--- config.mk ---
export PLATFORM = sky130hd
export DESIGN_NAME = commit_unit_flat
export DESIGN_NICKNAME = d
export VERILOG_FILES = /design/src/rob_cfg_pkg.sv /design/src/rob_bus_pkg.sv /design/src/rob_commit_if.sv /design/src/commit_unit.sv /design/src/flat_wrapper.sv
export SDC_FILE = /design/constraint.sdc
export NUM_CORES = 1
export LEC_CHECK = 0
export BUFFER_PORTS_ARGS = -buffer_cell sky130_fd_sc_hd__buf_4
export CAP_MARGIN = 5
export CORE_AREA = 5 5 64 66
export CTS_CLUSTER_SIZE = 8
export DETAILED_ROUTE_END_ITERATION = 8
export DIE_AREA = 0 0 69 71
export PLACE_DENSITY = 0.76
export SYNTH_ARGS = -nofsm -noshare
export SYNTH_HDL_FRONTEND = slang
export SYNTH_SLANG_ARGS = --single-unit
--- constraint.sdc ---
create_clock -name clk -period 0.95 [get_ports clk]
set_input_delay 0.1425 -clock clk [delete_from_list [all_inputs] [get_ports clk]]
set_output_delay 0.1425 -clock clk [all_outputs]
set_load 0.01 [all_outputs]
--- src/rob_cfg_pkg.sv ---
`default_nettype none

package rob_cfg_pkg;

    // result word and architectural register number
    localparam int DATA_W = 32;
    localparam int AREG_W = 5;

    // control code that a result carries in from the CDB
    typedef enum logic [1:0] {
        ctrl_none      = 2'd0,
        ctrl_exception = 2'd1,
        ctrl_bpu_fail  = 2'd2
    } rob_ctrl_e;

    // instruction table entry, written at dispatch
    typedef struct packed {
        logic [AREG_W-1:0] areg;
        logic [31:0]       pc;
        logic              w_reg;
        logic              w_mem;
    } rob_inst_entry_t;

    // data table entry, written by the CDB
    typedef struct packed {
        logic [DATA_W-1:0] data;
        rob_ctrl_e         ctrl;
    } rob_data_entry_t;

endpackage

`default_nettype wire
--- src/rob_bus_pkg.sv ---
`default_nettype none

package rob_bus_pkg;

    ////////////////////////////////////////////////////////////////////////////
    // records between pipeline stages, indices travel beside them
    ////////////////////////////////////////////////////////////////////////////

    // one instruction from the dispatcher
    typedef struct packed {
        logic                           issue;
        logic [rob_cfg_pkg::AREG_W-1:0] areg;
        logic [31:0]                    pc;
        logic                           w_reg;
        logic                           w_mem;
    } dispatch_rec_t;

    // one result from the CDB
    typedef struct packed {
        logic                           w_valid;
        logic [rob_cfg_pkg::DATA_W-1:0] w_data;
        rob_cfg_pkg::rob_ctrl_e         ctrl;
    } cdb_rec_t;

    // one retire candidate, built from the oldest entries
    typedef struct packed {
        logic                           c_valid;
        logic [rob_cfg_pkg::AREG_W-1:0] w_areg;
        logic [rob_cfg_pkg::DATA_W-1:0] w_data;
        logic                           w_reg;
        logic                           w_mem;
        rob_cfg_pkg::rob_ctrl_e         ctrl;
    } commit_rec_t;

endpackage

`default_nettype wire

--- src/rob_commit_if.sv ---
`timescale 1ns/1ps
`default_nettype none

interface rob_commit_if #(
    parameter int ROB_WIDTH = 6
);
    import rob_bus_pkg::*;

    // slot 0 is the oldest entry
    commit_rec_t [1:0]    cand;
    // index of slot 0, lets retire order be traced
    logic [ROB_WIDTH-1:0] tail_idx;
    logic [1:0]           commit_req;
    logic                 flush;

    modport rob_side (
        output cand,
        output tail_idx,
        input  commit_req,
        input  flush
    );

    modport commit_side (
        input  cand,
        input  tail_idx,
        output commit_req,
        output flush
    );

endinterface

`default_nettype wire

--- src/commit_unit.sv ---
`timescale 1ns/1ps
`default_nettype none

module commit_unit (
    input  wire logic                                 clk,
    input  wire logic                                 rst_i,
    rob_commit_if.commit_side                         cmt,
    output logic      [1:0]                           arf_we_o,
    output logic      [1:0][rob_cfg_pkg::AREG_W-1:0]  arf_addr_o,
    output logic      [1:0][rob_cfg_pkg::DATA_W-1:0]  arf_data_o,
    output logic                                      flush_o
);

    import rob_cfg_pkg::*;

    logic [1:0] is_exc;
    logic [1:0] req;
    logic       flush_d;
    logic       flush_q;

    ////////////////////////////////////////////////////////////////////////////
    // in-order retire decision
    ////////////////////////////////////////////////////////////////////////////

    always_comb begin
        for (int k = 0; k < 2; k++) begin
            is_exc[k] = (cmt.cand[k].ctrl == ctrl_exception);
        end
        // nothing retires while the flush is in progress
        req[0] = cmt.cand[0].c_valid && !flush_q;
        // younger slot only behind a clean older retire
        req[1] = req[0] && !is_exc[0] && cmt.cand[1].c_valid;
    end

    assign cmt.commit_req = req;

    // architectural writes, exceptions suppress the write
    always_comb begin
        for (int k = 0; k < 2; k++) begin
            arf_we_o[k]   = req[k] && cmt.cand[k].w_reg && !is_exc[k];
            arf_addr_o[k] = cmt.cand[k].w_areg;
            arf_data_o[k] = cmt.cand[k].w_data;
        end
    end

    ////////////////////////////////////////////////////////////////////////////
    // exception flush, one cycle after the faulting retire
    ////////////////////////////////////////////////////////////////////////////

    assign flush_d = (req[0] && is_exc[0]) || (req[1] && is_exc[1]);

    always_ff @(posedge clk) begin
        if (rst_i) begin
            flush_q <= 1'b0;
        end else begin
            flush_q <= flush_d;
        end
    end

    assign cmt.flush = flush_q;
    assign flush_o   = flush_q;

endmodule

`default_nettype wire

--- src/flat_wrapper.sv ---
// flat-port wrapper written by rule: the top's interface ports become plain ports
module commit_unit_flat import rob_cfg_pkg::*;
  (clk, rst_i, arf_we_o, arf_addr_o, arf_data_o, flush_o, cmt_cand, cmt_tail_idx, cmt_commit_req, cmt_flush);
  rob_commit_if cmt_i ();
  input  wire logic clk;
  input  wire logic rst_i;
  output logic      [1:0] arf_we_o;
  output logic      [1:0][rob_cfg_pkg::AREG_W-1:0] arf_addr_o;
  output logic      [1:0][rob_cfg_pkg::DATA_W-1:0] arf_data_o;
  output logic flush_o;
  input wire logic [$bits(cmt_i.cand)-1:0] cmt_cand;
  input wire logic [$bits(cmt_i.tail_idx)-1:0] cmt_tail_idx;
  output wire logic [$bits(cmt_i.commit_req)-1:0] cmt_commit_req;
  output wire logic [$bits(cmt_i.flush)-1:0] cmt_flush;
  assign cmt_i.cand = cmt_cand;
  assign cmt_i.tail_idx = cmt_tail_idx;
  assign cmt_commit_req = cmt_i.commit_req;
  assign cmt_flush = cmt_i.flush;
  commit_unit u_core (.clk(clk), .rst_i(rst_i), .cmt(cmt_i), .arf_we_o(arf_we_o), .arf_addr_o(arf_addr_o), .arf_data_o(arf_data_o), .flush_o(flush_o));
endmodule
# Yosys cells after proc, flatten, opt, wreduce, memory -nomap -nowiden
# Index checks and enable logic that the tools add are counted.
word_totals:
  word_cells: 16
  input_bits: 92
  register_bits: 1
  out_inout_bits: 80
op_classes:
  n_eq_ne: 2
  reduce_logical: 13
ops:
  columns: ["cell", "n"]
  rows:
  - ["$logic_and A1 B1 Y1", 9]
  - ["$eq A2 B1 Y1 const B", 2]
  - ["$logic_not A1 Y1", 3]
  - ["$logic_or A1 B1 Y1", 1]

# Longest topological paths before layout
# Gate-level depths: netlist of the first run.
logic_depth:
  depth_word: 6
  depth_mapped: 2
  depth_no_buf: 2

# Worst setup path before layout of the first run
# OpenSTA, ideal clock, no wires.
synth_timing:
  kind: "register -> output"
  start: "register u_core.flush_q, in the netlist u_core.cmt.flush"
  end: "output port arf_we_o[0]"
  required_time_ns: 0.808
  stages_incl_launch_ff: 3
  arrival_ns: 0.838
  path_buffers: 0
  path_slack_ns: -0.031
  path_cell_list: "dfxtp_1 > nor2b_1 > and3_1"
synth_between:
  elab_chain_len: 4
synth_rtl:
  columns: ["element", "line", "source"]
  rows:
  - ["start: declaration", "commit_unit.sv:19", "logic flush_q;"]
  - ["start signal: assignment", "commit_unit.sv:56", "flush_q <= flush_d;"]
  - ["$logic_not A1 Y1", "commit_unit.sv:30", "req[0] = cmt.cand[0].c_valid && !flush_q;"]
  - ["$logic_and A1 B1 Y1", "commit_unit.sv:30", null]
  - ["via cmt_commit_req[0]", "flat_wrapper.sv:13", "output wire logic [$bits(cmt_i.commit_req)-1:0] cmt_commit_req;"]
  - ["$logic_and A1 B1 Y1 (2 in a row)", "commit_unit.sv:40", "arf_we_o[k] = req[k] && cmt.cand[k].w_reg && !is_exc[k];"]
  - ["end: declaration", "flat_wrapper.sv:7", "output logic [1:0] arf_we_o;"]
# The timed path passes the listed nets, and every way through them passes these cells.

# Worst setup path in the final report of the first run
layout_timing:
  start: "register u_core.flush_q, in the netlist u_core.cmt.flush"
  end: "output port arf_we_o[1]"
layout_between:
  elab_chain_len: 6
layout_rtl:
  columns: ["element", "line", "source"]
  rows:
  - ["$logic_not A1 Y1", "commit_unit.sv:30", null]
  - ["$logic_and A1 B1 Y1", "commit_unit.sv:30", null]
  - ["$logic_and A1 B1 Y1 (2 in a row)", "commit_unit.sv:32", "req[1] = req[0] && !is_exc[0] && cmt.cand[1].c_valid;"]
  - ["$logic_and A1 B1 Y1 (2 in a row)", "commit_unit.sv:40", null]
# Every way passes these cells.

==> flow_summary.json, run 1 <==
{
  "largest_register_ffs": 1,
  "critPathTopFamily": "flip-flops",
  "avgViaCountPerCell": 3.60,
  "clk_latency_ns": 0,
  "drc": 0,
  "grt_pass1_wl_um": 1810,
  "ios": 172,
  "num_rows": 22,
  "reg2reg_from": "u_core.cmt.flush$_SDFF_PP0_",
  "setup_viol": 1,
  "synth_cells": 86,
  "synth_top_cell_area_share_pct": 82.4,
  "final_util_pct": 9.16,
  "criticalPathCategory": "register to primary output",
  "dr.pass1.iters": 2,
  "ys_warn_count": 0,
  "die_w_um": 69,
  "synth_area_per_cell_sq_um": 7.94,
  "drive_above_1_share_pct": 75.9,
  "yosysTopAreaCell": "buf_4",
  "core_sq_um": 3520,
  "gr-total-overflow": 0,
  "hold_depth": 0,
  "die-area_sq_um": 4900,
  "syn_nets": 178,
  "whs_ns": 0.285,
  "relSlewSlack_pct": 85.6,
  "nets": 123,
  "grt_max_degree": 5,
  "ys_seq_area_share_pct": 2.93,
  "cp-end-kind": "primary output",
  "r2r_setup_slack_ns": 0.04,
  "finalCritPeriodShare_pct": 101,
  "fmax_mhz": 1040,
  "skew_ns": 0,
  "cp_max_fo": 3,
  "drt_wl_total_um": 1400,
  "wl_per_cell_um": 18.2,
  "die_h_um": 71,
  "cp.buffers_inverters": 1,
  "rsz0062_at_grt": "true",
  "crit_path_top_delay_cell": "dfxtp_2",
  "cp-start-kind": "register",
  "worstMarginPinSlew_ns": 0.217,
  "path_clk_slew_ns": 0,
  "grt_usage_pct": 4.70,
  "cts_hold_buf": 0,
  "outcome": "finished, violations left",
  "ys_ff_latch": 1,
  "hold_start": "cmt_cand[34]",
  "finalHoldViolations": 0,
  "final_cell_mix": "buf_4, inv_1",
  "n_antenna_cell": 0,
  "drv_cap": 0,
  "critPathMaxStageDelay_ns": 0.30,
  "synth.area.top_cells": "buf_4, a2111oi_4, dfxtp_1, nand3b_4, o2111a_1",
  "power_density_nw_per_um2": 446,
  "io_buffers": 15,
  "r2r_cells": 3,
  "gp_congestion": 0.663,
  "start_util_pct": 19.4,
  "via_count": 277,
  "antenna_found_initial": 0,
  "grt_pass1_vias": 301,
  "whs_endpoint": "arf_data_o[30]",
  "rr_endpoint": "u_core.cmt.flush$_SDFF_PP0_",
  "violations": "setup timing",
  "first_iter_violations": 5,
  "crit_arrival_ns": 0.82,
  "hp-class": "input port to primary output",
  "p_leak_nw": 0.150,
  "hpwl_um": 1190,
  "antenna_left": 0,
  "drv_slew": 0,
  "vdd_drop_max_mv": 0.0710,
  "period_needed_ns": 0.960,
  "cp.required_ns": 0.81,
  "syn_area_sq_um": 683,
  "worstPathCellList": "and3b_1, o2111a_1, buf_6",
  "synth_cell_types": 11,
  "final_common_cell": "buf_4",
  "worst_slack_ns": -0.00999,
  "syn_to_final_growth_pct": -52.7
}
-- kinds of logic (layout without fill, tap and decap cells) --
group / count (synthesis) / count (layout) / synth area share, %
buffers and inverters: 77 / 20 / 83.5
and+or+nand+nor: 6 / 6 / 7.88
AOI/OAI and AO/OA: 2 / 2 / 5.68
DFF: 1 / 1 / 2.93
-- metal layers --
layer  vias up  GRT usage (%)  routed length [um]
met5         -              0                   0
met4         0           10.2                 299
met3        52           6.11                 460
met2        56           4.45                 389
met1        93           2.34                 253
li1         76              -                   -
-- synth_stat cells --
master,instances
and2_1,1
o2111a_1,1
nor2b_1,1
nand2b_1,1
nand3b_4,1
dfxtp_1,1
and3b_1,1
buf_4,75
inv_1,2
a2111oi_4,1
and3_1,1
-- what timing repair did --
item                       CTS  global route
setup endpoints to repair    2             3
pin swaps                    1             0
setup buffers                0             1
resized for setup            2             0
-- how the worst max path moves through the flow --
stage	end	startpoint	slack, ns	cells after the start
5_1_grt	arf_we_o[1]	u_core.cmt.flush$_SDFF_PP0_	-0.04	3
2_1_floorplan	arf_we_o[0]	u_core.cmt.flush$_SDFF_PP0_	0.005	2
6_report	arf_we_o[1]	u_core.cmt.flush$_SDFF_PP0_	-0.01	3
3_5_place_dp	arf_we_o[1]	u_core.cmt.flush$_SDFF_PP0_	-0.02	3
3_3_place_gp	arf_we_o[1]	u_core.cmt.flush$_SDFF_PP0_	-0.01	3
4_1_cts	arf_we_o[1]	u_core.cmt.flush$_SDFF_PP0_	-0.01	3
-- layout make-up --
class / instances / area (sq um)
Timing Repair Buffer: 18 / 139
Multi-Input combinational cell: 8 / 95.1
Inverter: 2 / 7.51
Fill cell: 426 / 3200
Tap cell: 48 / 60.1
Sequential cell: 1 / 21.3
-- worst reg2reg max path, cell delays in order (launching register included) --
cell and delay [ns]:
dfxtp_2 0.30, buf_4 0.12, buf_4 0.14, a2111oi_4 0.24
-- power breakdown --
part	total, W	internal (W)	switching (W)
combinational	0.0000980	0.0000606	0.0000374
sequential	0.0000459	0.0000448	0.00000113
clock	0	0	0
-- per-stage QoR --
step,power (W),setup WS [ns],setup TNS [ns],instance area [sq um],instances
4_1_cts,0.000144,-0.0142,-0.0142,315,76
6_report,0.000144,-0.00999,-0.00999,323,77
3_5_place_dp,0.000141,-0.0206,-0.0210,309,76
5_1_grt,0.000152,-0.0446,-0.0597,323,77
3_3_place_gp,0.000141,-0.0110,-0.0110,309,76
2_1_floorplan,0.000401,0.00545,0,684,86
No activity file was read; power rests on OpenSTA's default activity.
==> run 2: changes to the inputs <==
Settings changed: RECOVER_POWER set to 100, REMOVE_ABC_BUFFERS set to 1.
==> flow_summary.json, run 2 (synthesized netlist as in run 1, its figures left out) <==
{
  "outcome": "finished, violations left",
  "violations": "setup timing",
  "p_leak_nw": 0.154,
  "fmax_mhz": 1050,
  "avgViaCountPerCell": 3.97,
  "hp-class": "input port to primary output",
  "nets": 125,
  "cp.buffers_inverters": 1,
  "stdcell_count": 79,
  "core_sq_um": 3520,
  "largest_register_ffs": 1,
  "grt_pass1_vias": 318,
  "worstPathCellList": "and3b_1, o2111a_1, buf_6",
  "hpwl_um": 6430,
  "grt_usage_pct": 25.1,
  "fill_cells": 439,
  "final_cell_mix": "buf_4, clkbuf_1, inv_1",
  "die_h_um": 71,
  "num_rows": 22,
  "vdd_drop_max_mv": 0.235,
  "first_iter_violations": 9,
  "rsz0062_at_grt": "true",
  "grt_max_degree": 5,
  "via_count": 314,
  "worstMarginPinSlew_ns": 0.222,
  "path_clk_slew_ns": 0,
  "cp.required_ns": 0.81,
  "wl_per_cell_um": 82.8,
  "criticalPathCategory": "register to primary output",
  "syn_to_final_growth_pct": -51.5,
  "place_inst": 78,
  "crit_path_top_delay_cell": "dfxtp_2",
  "gr-total-overflow": 0,
  "drv_slew": 0,
  "drt_wl_total_um": 6540,
  "skew_ns": 0,
  "finalCritPeriodShare_pct": 100,
  "drc": 0,
  "seq_area_sq_um": 21.3,
  "relSlewSlack_pct": 85.2,
  "n_antenna_cell": 0,
  "drive_above_1_share_pct": 67.7,
  "power_density_nw_per_um2": 444,
  "die-area_sq_um": 4900,
  "gp_congestion": 1.06,
  "final_util_pct": 9.41,
  "start_util_pct": 19.4,
  "dr.pass1.iters": 4,
  "antenna_left": 0,
  "clk_latency_ns": 0,
  "drv_cap": 0,
  "period_needed_ns": 0.951,
  "worst_slack_ns": -0.000622,
  "ios": 172,
  "cp_max_fo": 3,
  "io_buffers": 15,
  "antenna_found_initial": 0,
  "multi_input_comb_area_sq_um": 100,
  "critPathTopFamily": "flip-flops",
  "setup_viol": 1,
  "critPathMaxStageDelay_ns": 0.30,
  "final_common_cell": "buf_4",
  "finalHoldViolations": 0,
  "die_w_um": 69,
  "cp-end-kind": "primary output",
  "cp-start-kind": "register",
  "grt_pass1_wl_um": 7380,
  "crit_arrival_ns": 0.81
}
[run 2: power by group]
part / switching [W] / internal [W] / leakage [nW]
Clock: 0 / 0 / 0
Combinational: 0.0000393 / 0.0000621 / 0.145
Sequential: 0.00000116 / 0.0000448 / 0.00860
Total: 0.0000404 / 0.000107 / 0.154
[run 2: cell type report]
type / count / area share, %
inverters: 2 / 2.26
multi-input cells: 8 / 30.2
flip-flops and latches: 1 / 6.42
well taps: 48 / 18.1
repair buffers: 20 / 43.0
[run 2: timing repair]
action                     CTS  global route
pin swaps                    1             1
setup endpoints to repair    2             3
hold buffers                 0             0
setup buffers                1             0
resized for setup            3             0
[run 2: final timing paths]
path / startpoint / end / slack (ns) / cells past startpoint
max: u_core.cmt.flush$_SDFF_PP0_ / arf_we_o[1] / -0.0006 / 3
min: cmt_cand[11] / arf_data_o[7] / 0.29 / 0
max reg2reg: u_core.cmt.flush$_SDFF_PP0_ / u_core.cmt.flush$_SDFF_PP0_ / 0.04 / 3
min reg2reg: u_core.cmt.flush$_SDFF_PP0_ / u_core.cmt.flush$_SDFF_PP0_ / 0.61 / 3
[run 2: metal layers]
metal	global-route usage (%)	routed length (um)	vias up
li1	-	-	81
met1	2.76	285	93
met2	53.9	3940	134
met3	44.0	2300	6
met4	0.651	14	0
met5	0	0	-
[run 2: worst reg2reg max path, stage by stage, from the launching register on]
cell and delay [ns]:
dfxtp_2 0.30, buf_4 0.13, buf_4 0.13, a2111oi_4 0.24
[run 2: stage by stage]
step | instance area, sq um | TNS [ns] | setup WS (ns) | hold slack [ns] | power [W]
floorplan | 120 | -0.200 | -0.0772 | 0.220 | 0.0000775
global placement | 323 | -0.0517 | -0.0290 | 0.285 | 0.000143
detailed placement | 323 | -0.0642 | -0.0351 | 0.285 | 0.000145
CTS | 343 | -0.00665 | -0.00665 | 0.285 | 0.000153
global route | 332 | -0.0493 | -0.0464 | 0.285 | 0.000155
finish | 332 | -0.000622 | -0.000622 | 0.285 | 0.000147
==> run 3: changes to the inputs <==
==> constraint.sdc (replaced) <==
create_clock -name clk -period 0.95 [get_ports clk]
set_input_delay 0 -clock clk [delete_from_list [all_inputs] [get_ports clk]]
set_output_delay 0 -clock clk [all_outputs]
set_load 0.01 [all_outputs]
==> flow_summary.json, run 3 (synthesized netlist as in run 1, its figures left out) <==
{
  "outcome": "finished clean",
  "hold_depth": 0,
  "avgViaCountPerCell": 4.11,
  "sequentialPowerShare_pct": 38.4,
  "skew_ns": 0,
  "worst_slack_ns": 0.0772,
  "cp.required_ns": 0.95,
  "fill_cells": 442,
  "n_antenna_cell": 0,
  "grt_pass1_wl_um": 7330,
  "largest_register_ffs": 1,
  "hold_start": "cmt_cand[11]",
  "relSlewSlack_pct": 78.8,
  "core_sq_um": 3520,
  "p_leak_nw": 0.116,
  "cp-end-kind": "primary output",
  "drt_wl_total_um": 6500,
  "grt_usage_pct": 25.1,
  "multi_input_comb_area_sq_um": 73.8,
  "switching_share_pct": 26.2,
  "criticalPathCategory": "register to primary output",
  "die_w_um": 69,
  "rsz0062_at_grt": "false",
  "drive_above_1_share_pct": 44.4,
  "finalHoldViolations": 0,
  "grt_max_degree": 5,
  "crit_arrival_ns": 0.87,
  "p_int_w": 0.0000876,
  "cts_hold_buf": 0,
  "start_util_pct": 19.4,
  "io_buffers": 15,
  "whs_endpoint": "arf_data_o[7]",
  "num_rows": 22,
  "vdd_drop_max_mv": 0.227,
  "worstMarginPinSlew_ns": 0.310,
  "die_h_um": 71,
  "clk_latency_ns": 0,
  "fin_area_sq_um": 263,
  "finalCritPeriodShare_pct": 91.9,
  "power_density_nw_per_um2": 451,
  "ios": 172,
  "post_cts_buffers": 0,
  "r2r_setup_slack_ns": 0.10,
  "syn_to_final_growth_pct": -61.5,
  "seq_area_sq_um": 20.0,
  "grt_pass1_vias": 303,
  "hpwl_um": 6410,
  "drv_slew": 0,
  "first_iter_violations": 6,
  "rr_endpoint": "u_core.cmt.flush$_SDFF_PP0_",
  "total_power_w": 0.000119,
  "nets": 121,
  "reg2reg_from": "u_core.cmt.flush$_SDFF_PP0_",
  "setup_tns_ns": 0,
  "period_needed_ns": 0.873,
  "antenna_left": 0,
  "antenna_found_initial": 0,
  "ctsResizeCount": 0,
  "fmax_mhz": 1150,
  "hp-class": "input port to primary output",
  "die-area_sq_um": 4900,
  "via_count": 308,
  "placed_area_sq_um": 300,
  "combPwrFrac_pct": 61.6,
  "drc": 0,
  "setup_viol": 0,
  "final_cell_mix": "buf_4, clkbuf_1, inv_1",
  "dr.pass1.iters": 2,
  "gr-total-overflow": 0,
  "r2r_cells": 2,
  "cp-start-kind": "register",
  "path_clk_slew_ns": 0,
  "p_sw_w": 0.0000310,
  "wl_per_cell_um": 86.7,
  "drv_cap": 0,
  "final_common_cell": "buf_4",
  "cp_max_fo": 3,
  "place_ws_ns": 0.118,
  "power_frac_clock_pct": 0,
  "gp_congestion": 1.06
}
-- run 3: cell count changes in the layout (fill, tap and decap cells not counted), sizes merged --
cell,previous run,this run
clkbuf,3,5
buf,17,11
-- run 3: critical path, cell delays in order, from the launching register on --
cell,delay [ns]
dfxtp_1,0.30
and3b_1,0.23
o2111a_1,0.20
clkbuf_1,0.15
-- run 3: worst max path at each step --
stage | startpoint | to
final | u_core.cmt.flush$_SDFF_PP0_ | arf_we_o[1]
after global placement | u_core.cmt.flush$_SDFF_PP0_ | arf_we_o[1]
after detailed placement | u_core.cmt.flush$_SDFF_PP0_ | arf_we_o[1]
after global routing | u_core.cmt.flush$_SDFF_PP0_ | u_core.cmt.flush$_SDFF_PP0_
after CTS | u_core.cmt.flush$_SDFF_PP0_ | arf_we_o[1]
after floorplan | u_core.cmt.flush$_SDFF_PP0_ | cmt_commit_req[1]
-- run 3: power by group through the flow --
stage	Clock [W]	Combinational (W)	Sequential (W)
6_report	0	0.0000731	0.0000455
5_1_grt	0	0.0000808	0.0000458
4_1_cts	0	0.0000907	0.0000456
3_5_place_dp	0	0.0000903	0.0000455
3_3_place_gp	0	0.0000892	0.0000455
2_1_floorplan	0	0.0000291	0.0000485
-- run 3: layout make-up --
class                   instances  area share [%]
repair buffers                 16            38.6
multi-input cells               8            28.1
well taps                      48            22.9
flip-flops and latches          1            7.62
inverters                       2            2.86
-- run 3: stage by stage --
step	cells	util, %	hold slack [ns]
CTS	75	8.52	0.000149
global route	75	7.46	0.0000221
floorplan	11	-	0
global placement	75	8.52	0.000149
finish	75	7.46	0.0000156
detailed placement	75	8.52	0.000149
-- run 3: metal layers --
| metal | vias to the layer above | routed length (um) | GRT usage (%) |
|---|---|---|---|
| met4 | 0 | 16 | 0.651 |
| li1 | 73 | - | - |
| met2 | 138 | 3930 | 54.0 |
| met1 | 91 | 275 | 2.84 |
| met5 | - | 0 | 0 |
| met3 | 6 | 2280 | 43.9 |
